`src/verilog/ppuRegMapPkg.sv`:
```
`default_nettype none

package ppuRegMapPkg;

	localparam int byteW = 8;
	localparam int vramAddrW = 14;

	// CPU-visible register numbers
	typedef enum logic [2:0] {
		regCtrl    = 3'd0,
		regMask    = 3'd1,
		regStatus  = 3'd2,
		regOamAddr = 3'd3,
		regOamData = 3'd4,
		regScroll  = 3'd5,
		regAddr    = 3'd6,
		regData    = 3'd7
	} regNumE;

	// one decoded access, alive for a single cycle
	typedef enum logic [3:0] {
		opNone,
		opWrCtrl,
		opWrMask,
		opRdStatus,
		opWrScroll,
		opWrAddr,
		opRdData,
		opWrData,
		opIgnore
	} regOpE;

endpackage

`default_nettype wire

```
`src/verilog/ppuFieldsPkg.sv`:
```
`default_nettype none

package ppuFieldsPkg;

	// register 0
	typedef struct packed {
		logic       nmiEnable;
		logic       slave;
		logic       tallSprites;
		logic       bgTable;
		logic       objTable;
		logic       inc32;
		logic [1:0] nameTable;
	} ctrlFieldsT;

	// register 1
	typedef struct packed {
		logic empBlue;
		logic empGreen;
		logic empRed;
		logic objEnable;
		logic bgEnable;
		logic objShowLeft;
		logic bgShowLeft;
		logic grey;
	} maskFieldsT;

	// data port address steps, across or down a name table
	localparam int incSmall = 1;
	localparam int incLarge = 32;

	localparam int clipCols = 8;

endpackage

`default_nettype wire

```
`src/verilog/regBusIf.sv`:
```
`timescale 1ns/1ps
`default_nettype none

interface regBusIf;
	import ppuRegMapPkg::*;

	// op and wdata come from the decoder one cycle after acceptance
	regOpE op;
	logic [byteW-1:0] wdata;

	// read sources, sampled by the decoder while op is live
	logic [byteW-1:0] statusData;
	logic [byteW-1:0] dataRdata;

	modport decoder (
		output op,
		output wdata,
		input  statusData,
		input  dataRdata
	);

	modport regs (
		input  op,
		input  wdata,
		output statusData,
		output dataRdata
	);

endinterface

`default_nettype wire

```
`src/verilog/cpuBusDecoder.sv`:
```
`timescale 1ns/1ps
`default_nettype none

module cpuBusDecoder (
	input  logic                            pclk,
	input  logic                            arstN,
	input  logic                            reqValid,
	output logic                            reqReady,
	input  logic [2:0]                      reqReg,
	input  logic                            reqRnW,
	input  logic [ppuRegMapPkg::byteW-1:0]  reqWdata,
	output logic                            rspValid,
	input  logic                            rspReady,
	output logic [ppuRegMapPkg::byteW-1:0]  rspRdata,
	regBusIf.decoder                        bus
);
	import ppuRegMapPkg::*;

	regNumE regSel;
	regOpE nextOp;
	logic accept;
	logic pendRead;
	logic [byteW-1:0] readMux;

	// a read in flight counts as pending until its response is taken
	assign reqReady = !(pendRead || (rspValid && !rspReady));
	assign accept = reqValid && reqReady;
	assign regSel = regNumE'(reqReg);

	always_comb begin
		nextOp = opIgnore;
		case (regSel)
			regCtrl:   if (!reqRnW) nextOp = opWrCtrl;
			regMask:   if (!reqRnW) nextOp = opWrMask;
			regStatus: if (reqRnW) nextOp = opRdStatus;
			regScroll: if (!reqRnW) nextOp = opWrScroll;
			regAddr:   if (!reqRnW) nextOp = opWrAddr;
			regData:   nextOp = reqRnW ? opRdData : opWrData;
			default:   nextOp = opIgnore;
		endcase
	end

	always_comb begin
		case (bus.op)
			opRdStatus: readMux = bus.statusData;
			opRdData:   readMux = bus.dataRdata;
			default:    readMux = '0;
		endcase
	end

	always_ff @(posedge pclk or negedge arstN) begin
		if (!arstN) begin
			bus.op <= opNone;
			pendRead <= 1'b0;
			rspValid <= 1'b0;
		end else begin
			bus.op <= accept ? nextOp : opNone;
			pendRead <= accept && reqRnW;
			if (pendRead)
				rspValid <= 1'b1;
			else if (rspReady)
				rspValid <= 1'b0;
		end
	end

	always_ff @(posedge pclk) begin
		if (accept)
			bus.wdata <= reqWdata;
		if (pendRead)
			rspRdata <= readMux;
	end

endmodule

`default_nettype wire

```
`src/verilog/ctrlRegs.sv`:
```
`timescale 1ns/1ps
`default_nettype none

module ctrlRegs (
	input  logic                     pclk,
	input  logic                     arstN,
	regBusIf.regs                    bus,
	input  logic                     vblStart,
	output ppuFieldsPkg::ctrlFieldsT ctrl,
	output ppuFieldsPkg::maskFieldsT mask,
	output logic                     nmi
);
	import ppuRegMapPkg::*;

	logic vblFlag;

	// only bit 7 is modelled, overflow and sprite 0 hit read as zero
	assign bus.statusData = {vblFlag, {(byteW-1){1'b0}}};

	assign nmi = vblFlag && ctrl.nmiEnable;

	always_ff @(posedge pclk or negedge arstN) begin
		if (!arstN) begin
			ctrl <= '0;
			mask <= '0;
		end else begin
			case (bus.op)
				opWrCtrl: ctrl <= bus.wdata;
				opWrMask: mask <= bus.wdata;
				default: ;
			endcase
		end
	end

	// a new vblank beats a status read in the same cycle
	always_ff @(posedge pclk or negedge arstN) begin
		if (!arstN)
			vblFlag <= 1'b0;
		else if (vblStart)
			vblFlag <= 1'b1;
		else if (bus.op == opRdStatus)
			vblFlag <= 1'b0;
	end

endmodule

`default_nettype wire

```
`src/verilog/scrollAddrRegs.sv`:
```
`timescale 1ns/1ps
`default_nettype none

module scrollAddrRegs (
	input  logic                               pclk,
	input  logic                               arstN,
	regBusIf.regs                              bus,
	input  logic                               inc32,
	input  logic [ppuRegMapPkg::byteW-1:0]     vramRdata,
	output logic                               vramStrobe,
	output logic                               vramWe,
	output logic [ppuRegMapPkg::vramAddrW-1:0] vramAddr,
	output logic [ppuRegMapPkg::byteW-1:0]     vramWdata,
	output logic [ppuRegMapPkg::byteW-1:0]     scrollX,
	output logic [ppuRegMapPkg::byteW-1:0]     scrollY
);
	import ppuRegMapPkg::*;
	import ppuFieldsPkg::*;

	logic toggle;
	logic [vramAddrW-1:0] addrReg;
	logic [vramAddrW-1:0] step;
	logic [byteW-1:0] rdSample;
	logic dataOp;

	assign step = inc32 ? vramAddrW'(incLarge) : vramAddrW'(incSmall);
	assign dataOp = (bus.op == opRdData) || (bus.op == opWrData);

	// vramRdata as it was on the edge that accepted the read
	always_ff @(posedge pclk)
		rdSample <= vramRdata;

	assign bus.dataRdata = rdSample;

	// shared by registers 5 and 6
	always_ff @(posedge pclk or negedge arstN) begin
		if (!arstN)
			toggle <= 1'b0;
		else if (bus.op == opRdStatus)
			toggle <= 1'b0;
		else if (bus.op == opWrScroll || bus.op == opWrAddr)
			toggle <= !toggle;
	end

	always_ff @(posedge pclk or negedge arstN) begin
		if (!arstN) begin
			scrollX <= '0;
			scrollY <= '0;
			addrReg <= '0;
		end else begin
			case (bus.op)
				opWrScroll: begin
					if (!toggle)
						scrollX <= bus.wdata;
					else
						scrollY <= bus.wdata;
				end
				// high byte first, only six bits of it fit
				opWrAddr: begin
					if (!toggle)
						addrReg[vramAddrW-1:byteW] <= bus.wdata[vramAddrW-byteW-1:0];
					else
						addrReg[byteW-1:0] <= bus.wdata;
				end
				opRdData, opWrData: addrReg <= addrReg + step;
				default: ;
			endcase
		end
	end

	// memory port sees the address from before the increment
	always_ff @(posedge pclk or negedge arstN) begin
		if (!arstN) begin
			vramStrobe <= 1'b0;
			vramWe <= 1'b0;
			vramAddr <= '0;
			vramWdata <= '0;
		end else begin
			vramStrobe <= dataOp;
			vramWe <= bus.op == opWrData;
			if (dataOp) begin
				vramAddr <= addrReg;
				vramWdata <= bus.wdata;
			end
		end
	end

endmodule

`default_nettype wire

```
`src/verilog/clipper.sv`:
```
`timescale 1ns/1ps
`default_nettype none

module clipper (
	input  logic [8:0]               pixelX,
	input  ppuFieldsPkg::maskFieldsT mask,
	output logic                     bgOn,
	output logic                     objOn
);
	import ppuFieldsPkg::*;

	logic leftCol;

	// leftmost eight columns may hide either layer
	assign leftCol = pixelX < 9'(clipCols);

	assign bgOn = mask.bgEnable && (!leftCol || mask.bgShowLeft);
	assign objOn = mask.objEnable && (!leftCol || mask.objShowLeft);

endmodule

`default_nettype wire

```
`src/verilog/ppuRegs.sv`:
```
`timescale 1ns/1ps
`default_nettype none

module ppuRegs (
	input  logic                               pclk,
	input  logic                               arstN,
	input  logic                               reqValid,
	output logic                               reqReady,
	input  logic [2:0]                         reqReg,
	input  logic                               reqRnW,
	input  logic [ppuRegMapPkg::byteW-1:0]     reqWdata,
	output logic                               rspValid,
	input  logic                               rspReady,
	output logic [ppuRegMapPkg::byteW-1:0]     rspRdata,
	input  logic                               vblStart,
	input  logic [8:0]                         pixelX,
	input  logic [ppuRegMapPkg::byteW-1:0]     vramRdata,
	output logic                               vramStrobe,
	output logic                               vramWe,
	output logic [ppuRegMapPkg::vramAddrW-1:0] vramAddr,
	output logic [ppuRegMapPkg::byteW-1:0]     vramWdata,
	output logic [ppuRegMapPkg::byteW-1:0]     scrollX,
	output logic [ppuRegMapPkg::byteW-1:0]     scrollY,
	output logic [ppuRegMapPkg::byteW-1:0]     ctrl,
	output logic [ppuRegMapPkg::byteW-1:0]     mask,
	output logic                               nmi,
	output logic                               bgOn,
	output logic                               objOn
);
	import ppuFieldsPkg::*;

	ctrlFieldsT ctrlF;
	maskFieldsT maskF;

	regBusIf bus ();

	assign ctrl = ctrlF;
	assign mask = maskF;

	cpuBusDecoder decoder0 (
		.pclk(pclk),
		.arstN(arstN),
		.reqValid(reqValid),
		.reqReady(reqReady),
		.reqReg(reqReg),
		.reqRnW(reqRnW),
		.reqWdata(reqWdata),
		.rspValid(rspValid),
		.rspReady(rspReady),
		.rspRdata(rspRdata),
		.bus(bus.decoder)
	);

	ctrlRegs ctrl0 (
		.pclk(pclk),
		.arstN(arstN),
		.bus(bus.regs),
		.vblStart(vblStart),
		.ctrl(ctrlF),
		.mask(maskF),
		.nmi(nmi)
	);

	scrollAddrRegs scroll0 (
		.pclk(pclk),
		.arstN(arstN),
		.bus(bus.regs),
		.inc32(ctrlF.inc32),
		.vramRdata(vramRdata),
		.vramStrobe(vramStrobe),
		.vramWe(vramWe),
		.vramAddr(vramAddr),
		.vramWdata(vramWdata),
		.scrollX(scrollX),
		.scrollY(scrollY)
	);

	clipper clip0 (
		.pixelX(pixelX),
		.mask(maskF),
		.bgOn(bgOn),
		.objOn(objOn)
	);

endmodule

`default_nettype wire

```
`config.mk`:
```
export PLATFORM = sky130hd
export DESIGN_NAME = ppuRegs
export DESIGN_NICKNAME = d
export VERILOG_FILES = /design/src/verilog/ppuRegMapPkg.sv /design/src/verilog/ppuFieldsPkg.sv /design/src/verilog/regBusIf.sv /design/src/verilog/cpuBusDecoder.sv /design/src/verilog/ctrlRegs.sv /design/src/verilog/scrollAddrRegs.sv /design/src/verilog/clipper.sv /design/src/verilog/ppuRegs.sv
export SDC_FILE = /design/constraint.sdc
export NUM_CORES = 1
export LEC_CHECK = 0
export ABC_AREA = 1
export BUFFER_PORTS_ARGS = -buffer_cell sky130_fd_sc_hd__buf_2
export CELL_PAD_IN_SITES_DETAIL_PLACEMENT = 1
export CELL_PAD_IN_SITES_GLOBAL_PLACEMENT = 1
export CORE_MARGIN = 4
export CORE_UTILIZATION = 45
export CTS_BUF_LIST = sky130_fd_sc_hd__clkbuf_8
export CTS_CLUSTER_DIAMETER = 60
export DETAILED_ROUTE_END_ITERATION = 10
export HOLD_SLACK_MARGIN = 0.08
export PLACE_DENSITY = 0.87
export SLEW_MARGIN = 5
export SYNTH_ARGS = -nofsm -noshare
export SYNTH_HDL_FRONTEND = slang
export SYNTH_SLANG_ARGS = --single-unit
```
`constraint.sdc`:
```
create_clock -name pclk -period 2.2 [get_ports pclk]
set_input_delay 0.11 -clock pclk [delete_from_list [all_inputs] [get_ports pclk]]
set_output_delay 0.11 -clock pclk [all_outputs]
set_load 0.05 [all_outputs]
```
# Word-level counts from Yosys, hierarchy flattened
# Index checks and enable logic that the tools add are counted.
dict set report totals {
  elab_cells 92
  out_inout_bits 69
  ff_bits 102
  in_bits 34
}
dict set report classes {
  n_bitwise 1
  n_reduce_logical 25
  n_eq_ne 14
  mux 19
  addsub 1
  n_lt_le_gt_ge 1
}
# op n
set ops {}
lappend ops {{$pmux W14 S2} 1}
lappend ops {{$mux W4} 6}
lappend ops {{$pmux W4 S6} 1}
lappend ops {{$eq A4 B3 Y1 const B} 4}
lappend ops {{$pmux W8 S2} 1}
lappend ops {{$add A14 B14 Y14} 1}
lappend ops {{$mux W6} 2}
lappend ops {{$eq A3 B3 Y1 const B} 3}
lappend ops {{$lt A9 B4 Y1 const B} 1}
lappend ops {{$eq A4 B2 Y1 const B} 2}
lappend ops {{$mux W8} 1}
lappend ops {{$reduce_and A2 Y1} 4}
lappend ops {{$reduce_bool A2 Y1} 4}
lappend ops {{$mux W1} 7}
lappend ops {{$logic_and A1 B1 Y1} 6}
lappend ops {{$logic_or A1 B1 Y1} 5}
lappend ops {{$eq A4 B1 Y1 const B} 1}
lappend ops {{$logic_not A1 Y1} 4}
lappend ops {{$eq A3 B1 Y1 const B} 1}
lappend ops {{$eq A3 B2 Y1 const B} 1}
lappend ops {{$logic_not A3 Y1} 1}
lappend ops {{$ne A2 B1 Y1 const B} 1}
lappend ops {{$ne A2 B2 Y1 const B} 1}
lappend ops {{$reduce_or A2 Y1} 1}
lappend ops {{$not A1 Y1} 1}

# Longest topological paths before layout
# Gate-level depths: netlist of run 1.
dict set report depth {
  ltp_word 6
  depth_mapped 11
  depth_no_buf 11
}

# Worst setup path before layout of run 1
# Ideal clock, no wire load.
dict set report synth_timing {
  path_kind {register -> register}
  from {register decoder0.rspValid}
  to {register decoder0.bus.wdata[0], enable pin}
  required_ns 1.868
  slack_ns -0.128
  n_path_buf 0
  arrival_time_ns 1.996
  setup_time_ns 0.332
  synth_period_minus_slack_ns 2.328
  path_stages_with_launch 4
  cell_sequence {dfrtp_1 -> a21oi_1 -> nand2_1 -> inv_1}
}
dict set report synth_between {
  elab_chain_len 4
}
# item line_no
set synth_rtl {}
lappend synth_rtl {{from (decl)} cpuBusDecoder.sv:12} ;# output logic rspValid,
lappend synth_rtl {{from (signal assigned)} cpuBusDecoder.sv:55} ;# rspValid <= 1'b0;
lappend synth_rtl {{from (signal assigned)} cpuBusDecoder.sv:60} ;# rspValid <= 1'b1;
lappend synth_rtl {{from (signal assigned)} cpuBusDecoder.sv:62} ;# rspValid <= 1'b0;
lappend synth_rtl {{$logic_and A1 B1 Y1} cpuBusDecoder.sv:26} ;# assign reqReady = !(pendRead || (rspValid && !rspReady));
lappend synth_rtl {{$logic_or A1 B1 Y1} cpuBusDecoder.sv:26}
lappend synth_rtl {{$logic_not A1 Y1} cpuBusDecoder.sv:26}
lappend synth_rtl {{via reqReady} ppuRegs.sv:8} ;# output logic reqReady,
lappend synth_rtl {{$logic_and A1 B1 Y1} cpuBusDecoder.sv:27} ;# assign accept = reqValid && reqReady;
lappend synth_rtl {{via decoder0.accept} cpuBusDecoder.sv:21} ;# logic accept;
lappend synth_rtl {{to (signal assigned)} cpuBusDecoder.sv:68} ;# bus.wdata <= reqWdata;
lappend synth_rtl {{to (decl)} regBusIf.sv:17} ;# output wdata,
# The timed path passes the listed nets, and every way through them passes these cells.
# A chain may end at the register's enable or synchronous reset.

# Final worst setup path of run 1
dict set report layout_timing {
  from {register decoder0.pendRead}
  to {register decoder0.bus.op[2]}
}
dict set report layout_between {
  elab_chain_len 4
}
# item line_no
set layout_rtl {}
lappend layout_rtl {{from (decl)} cpuBusDecoder.sv:22} ;# logic pendRead;
lappend layout_rtl {{from (signal assigned)} cpuBusDecoder.sv:58} ;# pendRead <= accept && reqRnW;
lappend layout_rtl {{$logic_or A1 B1 Y1} cpuBusDecoder.sv:26}
lappend layout_rtl {{$logic_not A1 Y1} cpuBusDecoder.sv:26}
lappend layout_rtl {{$logic_and A1 B1 Y1} cpuBusDecoder.sv:27}
lappend layout_rtl {{$mux W4} cpuBusDecoder.sv:57} ;# bus.op <= accept ? nextOp : opNone;
lappend layout_rtl {{to (signal assigned)} cpuBusDecoder.sv:53} ;# bus.op <= opNone;
lappend layout_rtl {{to (signal assigned)} cpuBusDecoder.sv:57}
lappend layout_rtl {{to (decl)} regBusIf.sv:16} ;# output op,
# No other way between the ends.

==> results of run 1 <==
## per-stage QoR
stage	instances	hold WS (ns)	utilization, %	setup slack, ns
5_1_grt	711	0.1293	57.28	0.2648
2_1_floorplan	455	-0.1856	-	0.2433
3_3_place_gp	673	0.09749	52.96	0.5708
6_report	711	0.1049	57.28	0.4057
4_1_cts	711	0.1111	57.28	0.4566
3_5_place_dp	673	0.1012	52.96	0.4902
## cell type report
type	count	area [µm²]
sequential	102	2592
multi-input combinational	289	1441
timing repair buffer	123	745.7
inverter	52	196.4
clock inverter	7	56.30
clock buffer	9	123.9
fill	1119	3966
tap	129	161.4
## repair_timing
| item | in CTS | in global routing |
|---|---|---|
| gates resized for setup | 0 | 0 |
| hold buffers | 22 | 0 |
| buffers inserted | 0 | 0 |
| hold endpoints to repair | 53 | 0 |
## worst register-to-register path: stages (launching register included)
cell	delay (ns)
dfrtp_1	0.57
a21oi_2	0.23
nand2_1	0.14
a211oi_1	0.21
dlygate4sd3_1	0.59
## synth_stat cells (all sizes together)
cell type  count  area [µm²]
nand3         29       150.1
a21boi         2       15.01
buf           11       91.33
o21ai         64       399.1
dfrtp         78        1952
nand3b         1       7.510
nand4          1       6.260
dfxtp          8       160.2
a21o           1       7.510
o21a           1       7.510
nand2        128       505.5
o211ai         6       45.04
a211oi         1       7.510
a21oi          6       30.03
or2            1       6.260
o21bai         1       7.510
clkbuf         1       3.750
clkinv         1       5.000
nor2          38       155.1
o221ai         1       8.760
nor3           4       20.02
nor4           1       21.27
ha             3       37.54
inv           51       191.4
edfxtp        16       480.5
## per-layer routing
layer	vias to the layer above	share of wire (%)	track usage (%)
li1	1718	-	-
met1	1798	42	28.64
met2	102	50	41.35
met3	25	5.0	4.857
met4	0	3.4	9.251
met5	-	0	0
## worst max-delay path by stage
stage                                      start                         endpoint  slack (ns)  cells after the start
finish               decoder0.pendRead$_DFF_PN0_     decoder0.bus.op[2]$_DFF_PN0_        0.41                      4
floorplan              ctrl0.mask[1]$_DFFE_PN0N_                             bgOn        0.24                      2
CTS                  decoder0.pendRead$_DFF_PN0_     decoder0.bus.op[2]$_DFF_PN0_        0.46                      4
detailed placement  decoder0.bus.op[3]$_DFF_PN0_   scroll0.addrReg[6]$_DFFE_PN0P_        0.49                      7
global placement    decoder0.bus.op[2]$_DFF_PN0_  scroll0.addrReg[12]$_DFFE_PN0P_        0.57                      8
global route         decoder0.pendRead$_DFF_PN0_     decoder0.bus.op[2]$_DFF_PN0_        0.26                      4
## layout by cell type (no fill, tap or decap), types with 3 or more instances in the layout
cell             n
nand3_1         28
ha_1             3
buf_2           98
dlygate4sd3_1   22
nor3_1           4
dfrtp_1         78
o21ai_2         21
o211ai_1         6
inv_1           49
o21ai_1         10
o21ai_0         33
a21oi_1          5
nand2_2          7
clkbuf_8         9
nand2_1        120
dfxtp_1          8
nor2_1          35
edfxtp_1        16
## where the power goes
| group | internal, W | switching, W |
|---|---|---|
| clock network | 0.000429 | 0.000722 |
| registers | 0.00230 | 0.000298 |
| logic | 0.000515 | 0.00166 |
## logic make-up (layout without fill, tap and decap cells)
group | count (synthesis) | count (layout) | synth area share, %
DFF | 102 | 102 | 59.99
AOI/OAI and AO/OA | 83 | 83 | 12.22
buffers and inverters | 64 | 191 | 6.746
and+or+nand+nor | 203 | 203 | 20.18
adders and majority gates | 3 | 3 | 0.8687
==> impl_metrics.toml, run 1 <==
[outcome]
outcome = "finished clean"

[pwr]
cellLeakagePower_nw = 2.708
p_per_area_mw_per_mm2 = 1113
ir_drop_uv = 481.6
finalPower_w = 0.005918

[critical_path]
cpMaxStageDelayCell = "dlygate4sd3_1"
reg2reg_to = "decoder0.bus.op[2]$_DFF_PN0_"
cp.required_ns = 2.53
cp_top_family = "buffers and inverters"
setup.worst_path.end_class = "flop"
r2r-start = "decoder0.pendRead$_DFF_PN0_"
crit_path_start_kind = "flop"
cpPeakStageDelay_ns = 0.59
cp_max_fo = 9
worstSetupPathType = "reg2reg"
cp.arrival_ns = 2.12
reg2regPathDepth = 4
reg2reg_slack_ns = 0.41
path_buf_inv = 1
crit_chain = "a21oi_2 -> nand2_1 -> a211oi_1 -> dlygate4sd3_1"

[clock_tree]
cts_tree = "built"
cts_buffers = 9
clock_latency_ns = 0.38
cts_buffer_depth = 2
path_clk_slew_ns = 0.11
cts-htree-levels = 3
root_buffer = "clkbuf_8"
numClockSinks = 102

[drt]
routedWlPerCell_um = 17.77
drc = 0
first_pass_iters = 4
ant_nets = 0
drt-total-wl_um = 12630
drt-initial-drc-count = 138
vias_per_cell = 5.124
via_count = 3643

[sta]
clock.fmax_mhz = 557.3
relSlewSlack_pct = 68.54
period_needed_ns = 1.794
grt_setup_unrepaired = "false"
slew_viol_final = 0
skew_ns = 0.01723
finalHoldViolCount = 0
setup_violations = 0
worstMarginPinSlew_ns = 0.4670
fin_tns_setup_ns = 0
fin_crit_sh_pct = 81.56

[placement]
io_buffers = 99
dpl.hpwl_um = 8380
place_congestion = 0.8422
placed_area_mm2 = 0.004917

[yosys]
synth_nets = 492
avgSynthCellArea_um2 = 9.498
ys_ff_latch = 102
ys_warn_count = 0
ys_seq_area_share_pct = 59.99
syn_inst = 455
yosysUniqueCellTypes = 35
synth_area_mm2 = 0.004322

[cells_and_area]
areaGrowthSynthToFinish_pct = 23.05
finalInstanceArea_mm2 = 0.005318
nNetsFinal = 614
top_regs = "scroll0.addrReg: 14 flops, scroll0.vramAddr: 14 flops"
diodes = 0
drive_gt1_share_pct = 26.63

[worst_hold_path]
min_path_type = "in2reg"
hold_path_startpoint = "reqReg[1]"
hold_depth = 4
holdPathEnd = "decoder0.bus.op[0]$_DFF_PN0_"

[grt]
first_global_vias = 3918
overflow = 0
grt_antenna_before_repair = 0
grt_pass1_wl_um = 20760
gr-usage-all-layers_pct = 23.64
grt_max_degree = 47

[floorplanning]
die_height_um = 106
pin_count = 103
die_area_mm2 = 0.01124
fp-row-count = 35
coreArea_mm2 = 0.009284
start_util_pct = 46.55
die_w_um = 106

[run]
maxCapViolCount = 0
Note: power is estimated with default switching activity, not from simulation.
==> run 2, diff against run 1 <==
--- a/config.mk
+++ b/config.mk
@@ -5,17 +5,17 @@
 export SDC_FILE = /design/constraint.sdc
 export NUM_CORES = 1
 export LEC_CHECK = 0
-export ABC_AREA = 1
+export ABC_AREA = 0
 export BUFFER_PORTS_ARGS = -buffer_cell sky130_fd_sc_hd__buf_2
 export CELL_PAD_IN_SITES_DETAIL_PLACEMENT = 1
 export CELL_PAD_IN_SITES_GLOBAL_PLACEMENT = 1
 export CORE_MARGIN = 4
-export CORE_UTILIZATION = 45
+export CORE_UTILIZATION = 43
 export CTS_BUF_LIST = sky130_fd_sc_hd__clkbuf_8
 export CTS_CLUSTER_DIAMETER = 60
 export DETAILED_ROUTE_END_ITERATION = 10
 export HOLD_SLACK_MARGIN = 0.08
-export PLACE_DENSITY = 0.87
+export PLACE_DENSITY = 0.82
 export SLEW_MARGIN = 5
 export SYNTH_ARGS = -nofsm -noshare
 export SYNTH_HDL_FRONTEND = slang
==> constraint.sdc (replaced) <==
create_clock -name pclk -period 1.7 [get_ports pclk]
set_input_delay 0.085 -clock pclk [delete_from_list [all_inputs] [get_ports pclk]]
set_output_delay 0.085 -clock pclk [all_outputs]
set_load 0.05 [all_outputs]
==> run 2 against run 1 <==
- via count fell by 5.8%
- synthesized cell count down 22%
- cell count fell by 10%
- hold slack better by 0.027 ns
- critical endpoint is now scroll0.addrReg[12]$_DFFE_PN0P_
- the flow now finishes with violations (setup timing)
- largest power group unchanged
- clock skew decreased by 0.0076 ns
- global-route usage down 0.55 points
- critical path depth is 3 higher
==> impl_metrics.toml, run 2 <==
[outcome]
outcome = "finished, violations left"
violations = "setup timing"

[critical_path]
cp.required_ns = 1.99
reg2reg_to = "scroll0.addrReg[12]$_DFFE_PN0P_"
crit_path_start_kind = "flop"
setup.worst_path.end_class = "flop"
reg2reg_slack_ns = -0.004
cp.arrival_ns = 1.99
worstSetupPathType = "reg2reg"
cp_max_fo = 4
reg2regPathDepth = 7
r2r-start = "ctrl0.ctrl[2]$_DFFE_PN0N_"

[yosys]
synthFlopType = "dfrtp_1"
syn_inst = 355
ys_warn_count = 0
yosysUniqueCellTypes = 50
netlist_top_cells_area = "dfrtp_1, edfxtp_1, mux2_2"
yosysMostFrequentCell = "dfrtp_1"
synth.top_cell.area_share_pct = 46.68
synth-edff-count = 16
async_flop_share_pct = 76.47
avgSynthCellArea_um2 = 11.78
ys_ff_latch = 102
ys_seq_area_share_pct = 62.00
synth_area_mm2 = 0.004182
synth_top_cells_by_count = "dfrtp_1, nand2_1, mux2_2"
synth_top_area_cell = "dfrtp_1"
synth_nets = 392

[drt]
via_count = 3430
wl_met3_um = 631
drt-total-wl_um = 12490
drt-initial-drc-count = 157
ant_nets = 0
m1WireLength_um = 4898
top_layer = "met4"
routedWlPerCell_um = 19.57
drc = 0
routed-wl-met2_um = 6718
first_pass_iters = 4
vias_per_cell = 5.376

[clock_tree]
path_clk_slew_ns = 0.10
cts_buffers = 9
clock_latency_ns = 0.38
root_buffer = "clkbuf_8"
cts_buffer_depth = 2
cts_tree = "built"
cts-htree-levels = 3
numClockSinks = 102

[pwr]
p_sw_share_pct = 45.30
p_per_area_mw_per_mm2 = 1531
cellLeakagePower_nw = 2.708
finalPower_w = 0.008510
p_int_w = 0.004655
power_frac_clock_pct = 16.9
combPwrFrac_pct = 41.1
ir_drop_uv = 1145
p_sw_w = 0.003855
p_seq_share_pct = 41.9

[sta]
worst_slack_ns = -0.003948
finalHoldViolCount = 0
skew_ns = 0.009642
fin_crit_sh_pct = 100.2
relSlewSlack_pct = 70.70
setup_violations = 1
slew_viol_final = 0
grt_setup_unrepaired = "true"
clock.fmax_mhz = 586.9
worstMarginPinSlew_ns = 0.4395
period_needed_ns = 1.704

[placement]
placedCellCount = 595
placed_area_mm2 = 0.005061
dpl.hpwl_um = 8402
pre_cts_slack_ns = -0.1277
io_buffers = 99
place_congestion = 0.8003

[floorplanning]
fp-row-count = 35
pin_count = 103
start_util_pct = 44.62
die_w_um = 106.6
die_height_um = 106.6
die_area_mm2 = 0.01137
coreArea_mm2 = 0.009371

[cells_and_area]
finalInstanceArea_mm2 = 0.005559
layout_common_cells = "buf_2, nand2_1, dfrtp_1"
drive_gt1_share_pct = 40.28
nNetsFinal = 541
nFillCells = 1052
top_regs = "scroll0.addrReg: 14 flops, scroll0.vramAddr: 14 flops"
seq_area_mm2 = 0.002596
diodes = 0
multi_input_area_mm2 = 0.001585
layout_commonest_cell = "buf_2"
areaGrowthSynthToFinish_pct = 32.94
instances_no_fill = 638

[run]
maxCapViolCount = 0

[grt]
grt_antenna_before_repair = 0
grt_max_degree = 34
grt_pass1_wl_um = 20160
first_global_vias = 3798
gr-usage-all-layers_pct = 23.08
overflow = 0

[worst_hold_path]
holdPathEnd = "decoder0.bus.op[0]$_DFF_PN0_"
min_path_type = "in2reg"
hold_path_startpoint = "reqRnW"
hold_depth = 4
-- run 2: final cells by class --
cell class	count	area share (%)
clock inverters	7	0.9453
multi-input cells	230	28.52
clock buffers	9	2.228
inverters	9	0.6077
flip-flops and latches	102	46.70
well taps	129	2.903
repair buffers	152	18.10
-- run 2: through the flow --
step / util [%] / TNS [ns] / hold slack [ns]
2_1_floorplan: - / 0 / -0.2106
3_3_place_gp: 54.01 / 0 / 0.02879
3_5_place_dp: 54.01 / -0.3316 / 0.02918
4_1_cts: 59.00 / -0.002750 / 0.1091
5_1_grt: 59.32 / -0.1679 / 0.1635
6_report: 59.32 / -0.003948 / 0.1320
-- run 2: worst max-delay path: stages (launching register included) --
cell	delay [ns]
dfrtp_2	0.47
inv_2	0.08
ha_4	0.14
ha_4	0.13
and3_4	0.21
a21oi_4	0.06
or4_4	0.42
o211ai_1	0.11
-- run 2: timing repair --
action	in CTS	in global routing
hold buffers	24	0
pin swaps	5	2
endpoints found under the hold margin	101	0
setup buffers	2	1
resized for setup	9	7
endpoints found under the setup margin	8	14
-- run 2: logic make-up after synthesis --
logic type,Yosys count,synth area share [%]
fa+ha+maj,3,0.8978
flops,102,62.00
buf+inv,23,2.573
xor+xnor,1,0.2095
mux,37,9.815
simple gates,146,17.18
compound gates,43,7.331
-- run 2: worst max-delay path by stage --
stage                               from                         endpoint  cells after the start
2_1_floorplan  ctrl0.ctrl[2]$_DFFE_PN0N_  scroll0.addrReg[12]$_DFFE_PN0P_                      7
3_3_place_gp   ctrl0.ctrl[2]$_DFFE_PN0N_  scroll0.addrReg[12]$_DFFE_PN0P_                      7
3_5_place_dp   ctrl0.ctrl[2]$_DFFE_PN0N_  scroll0.addrReg[12]$_DFFE_PN0P_                      7
4_1_cts        ctrl0.ctrl[2]$_DFFE_PN0N_  scroll0.addrReg[12]$_DFFE_PN0P_                      7
5_1_grt        ctrl0.ctrl[2]$_DFFE_PN0N_   scroll0.addrReg[6]$_DFFE_PN0P_                      7
6_report       ctrl0.ctrl[2]$_DFFE_PN0N_  scroll0.addrReg[12]$_DFFE_PN0P_                      7
-- run 2: power by group through the flow --
stage | clock [W] | sequential (W) | combinational, W
2_1_floorplan | 0 | 0.00496 | 0.000937
4_1_cts | 0.00146 | 0.00354 | 0.00349
6_report | 0.00144 | 0.00357 | 0.00350
3_3_place_gp | 0 | 0.00352 | 0.00327
3_5_place_dp | 0 | 0.00356 | 0.00338
5_1_grt | 0.00158 | 0.00364 | 0.00369
-- run 2: routing by layer --
layer	vias to the layer above	track usage, %
met5	-	0
met4	0	7.123
met3	20	4.395
met2	95	41.77
met1	1771	27.77
li1	1544	-
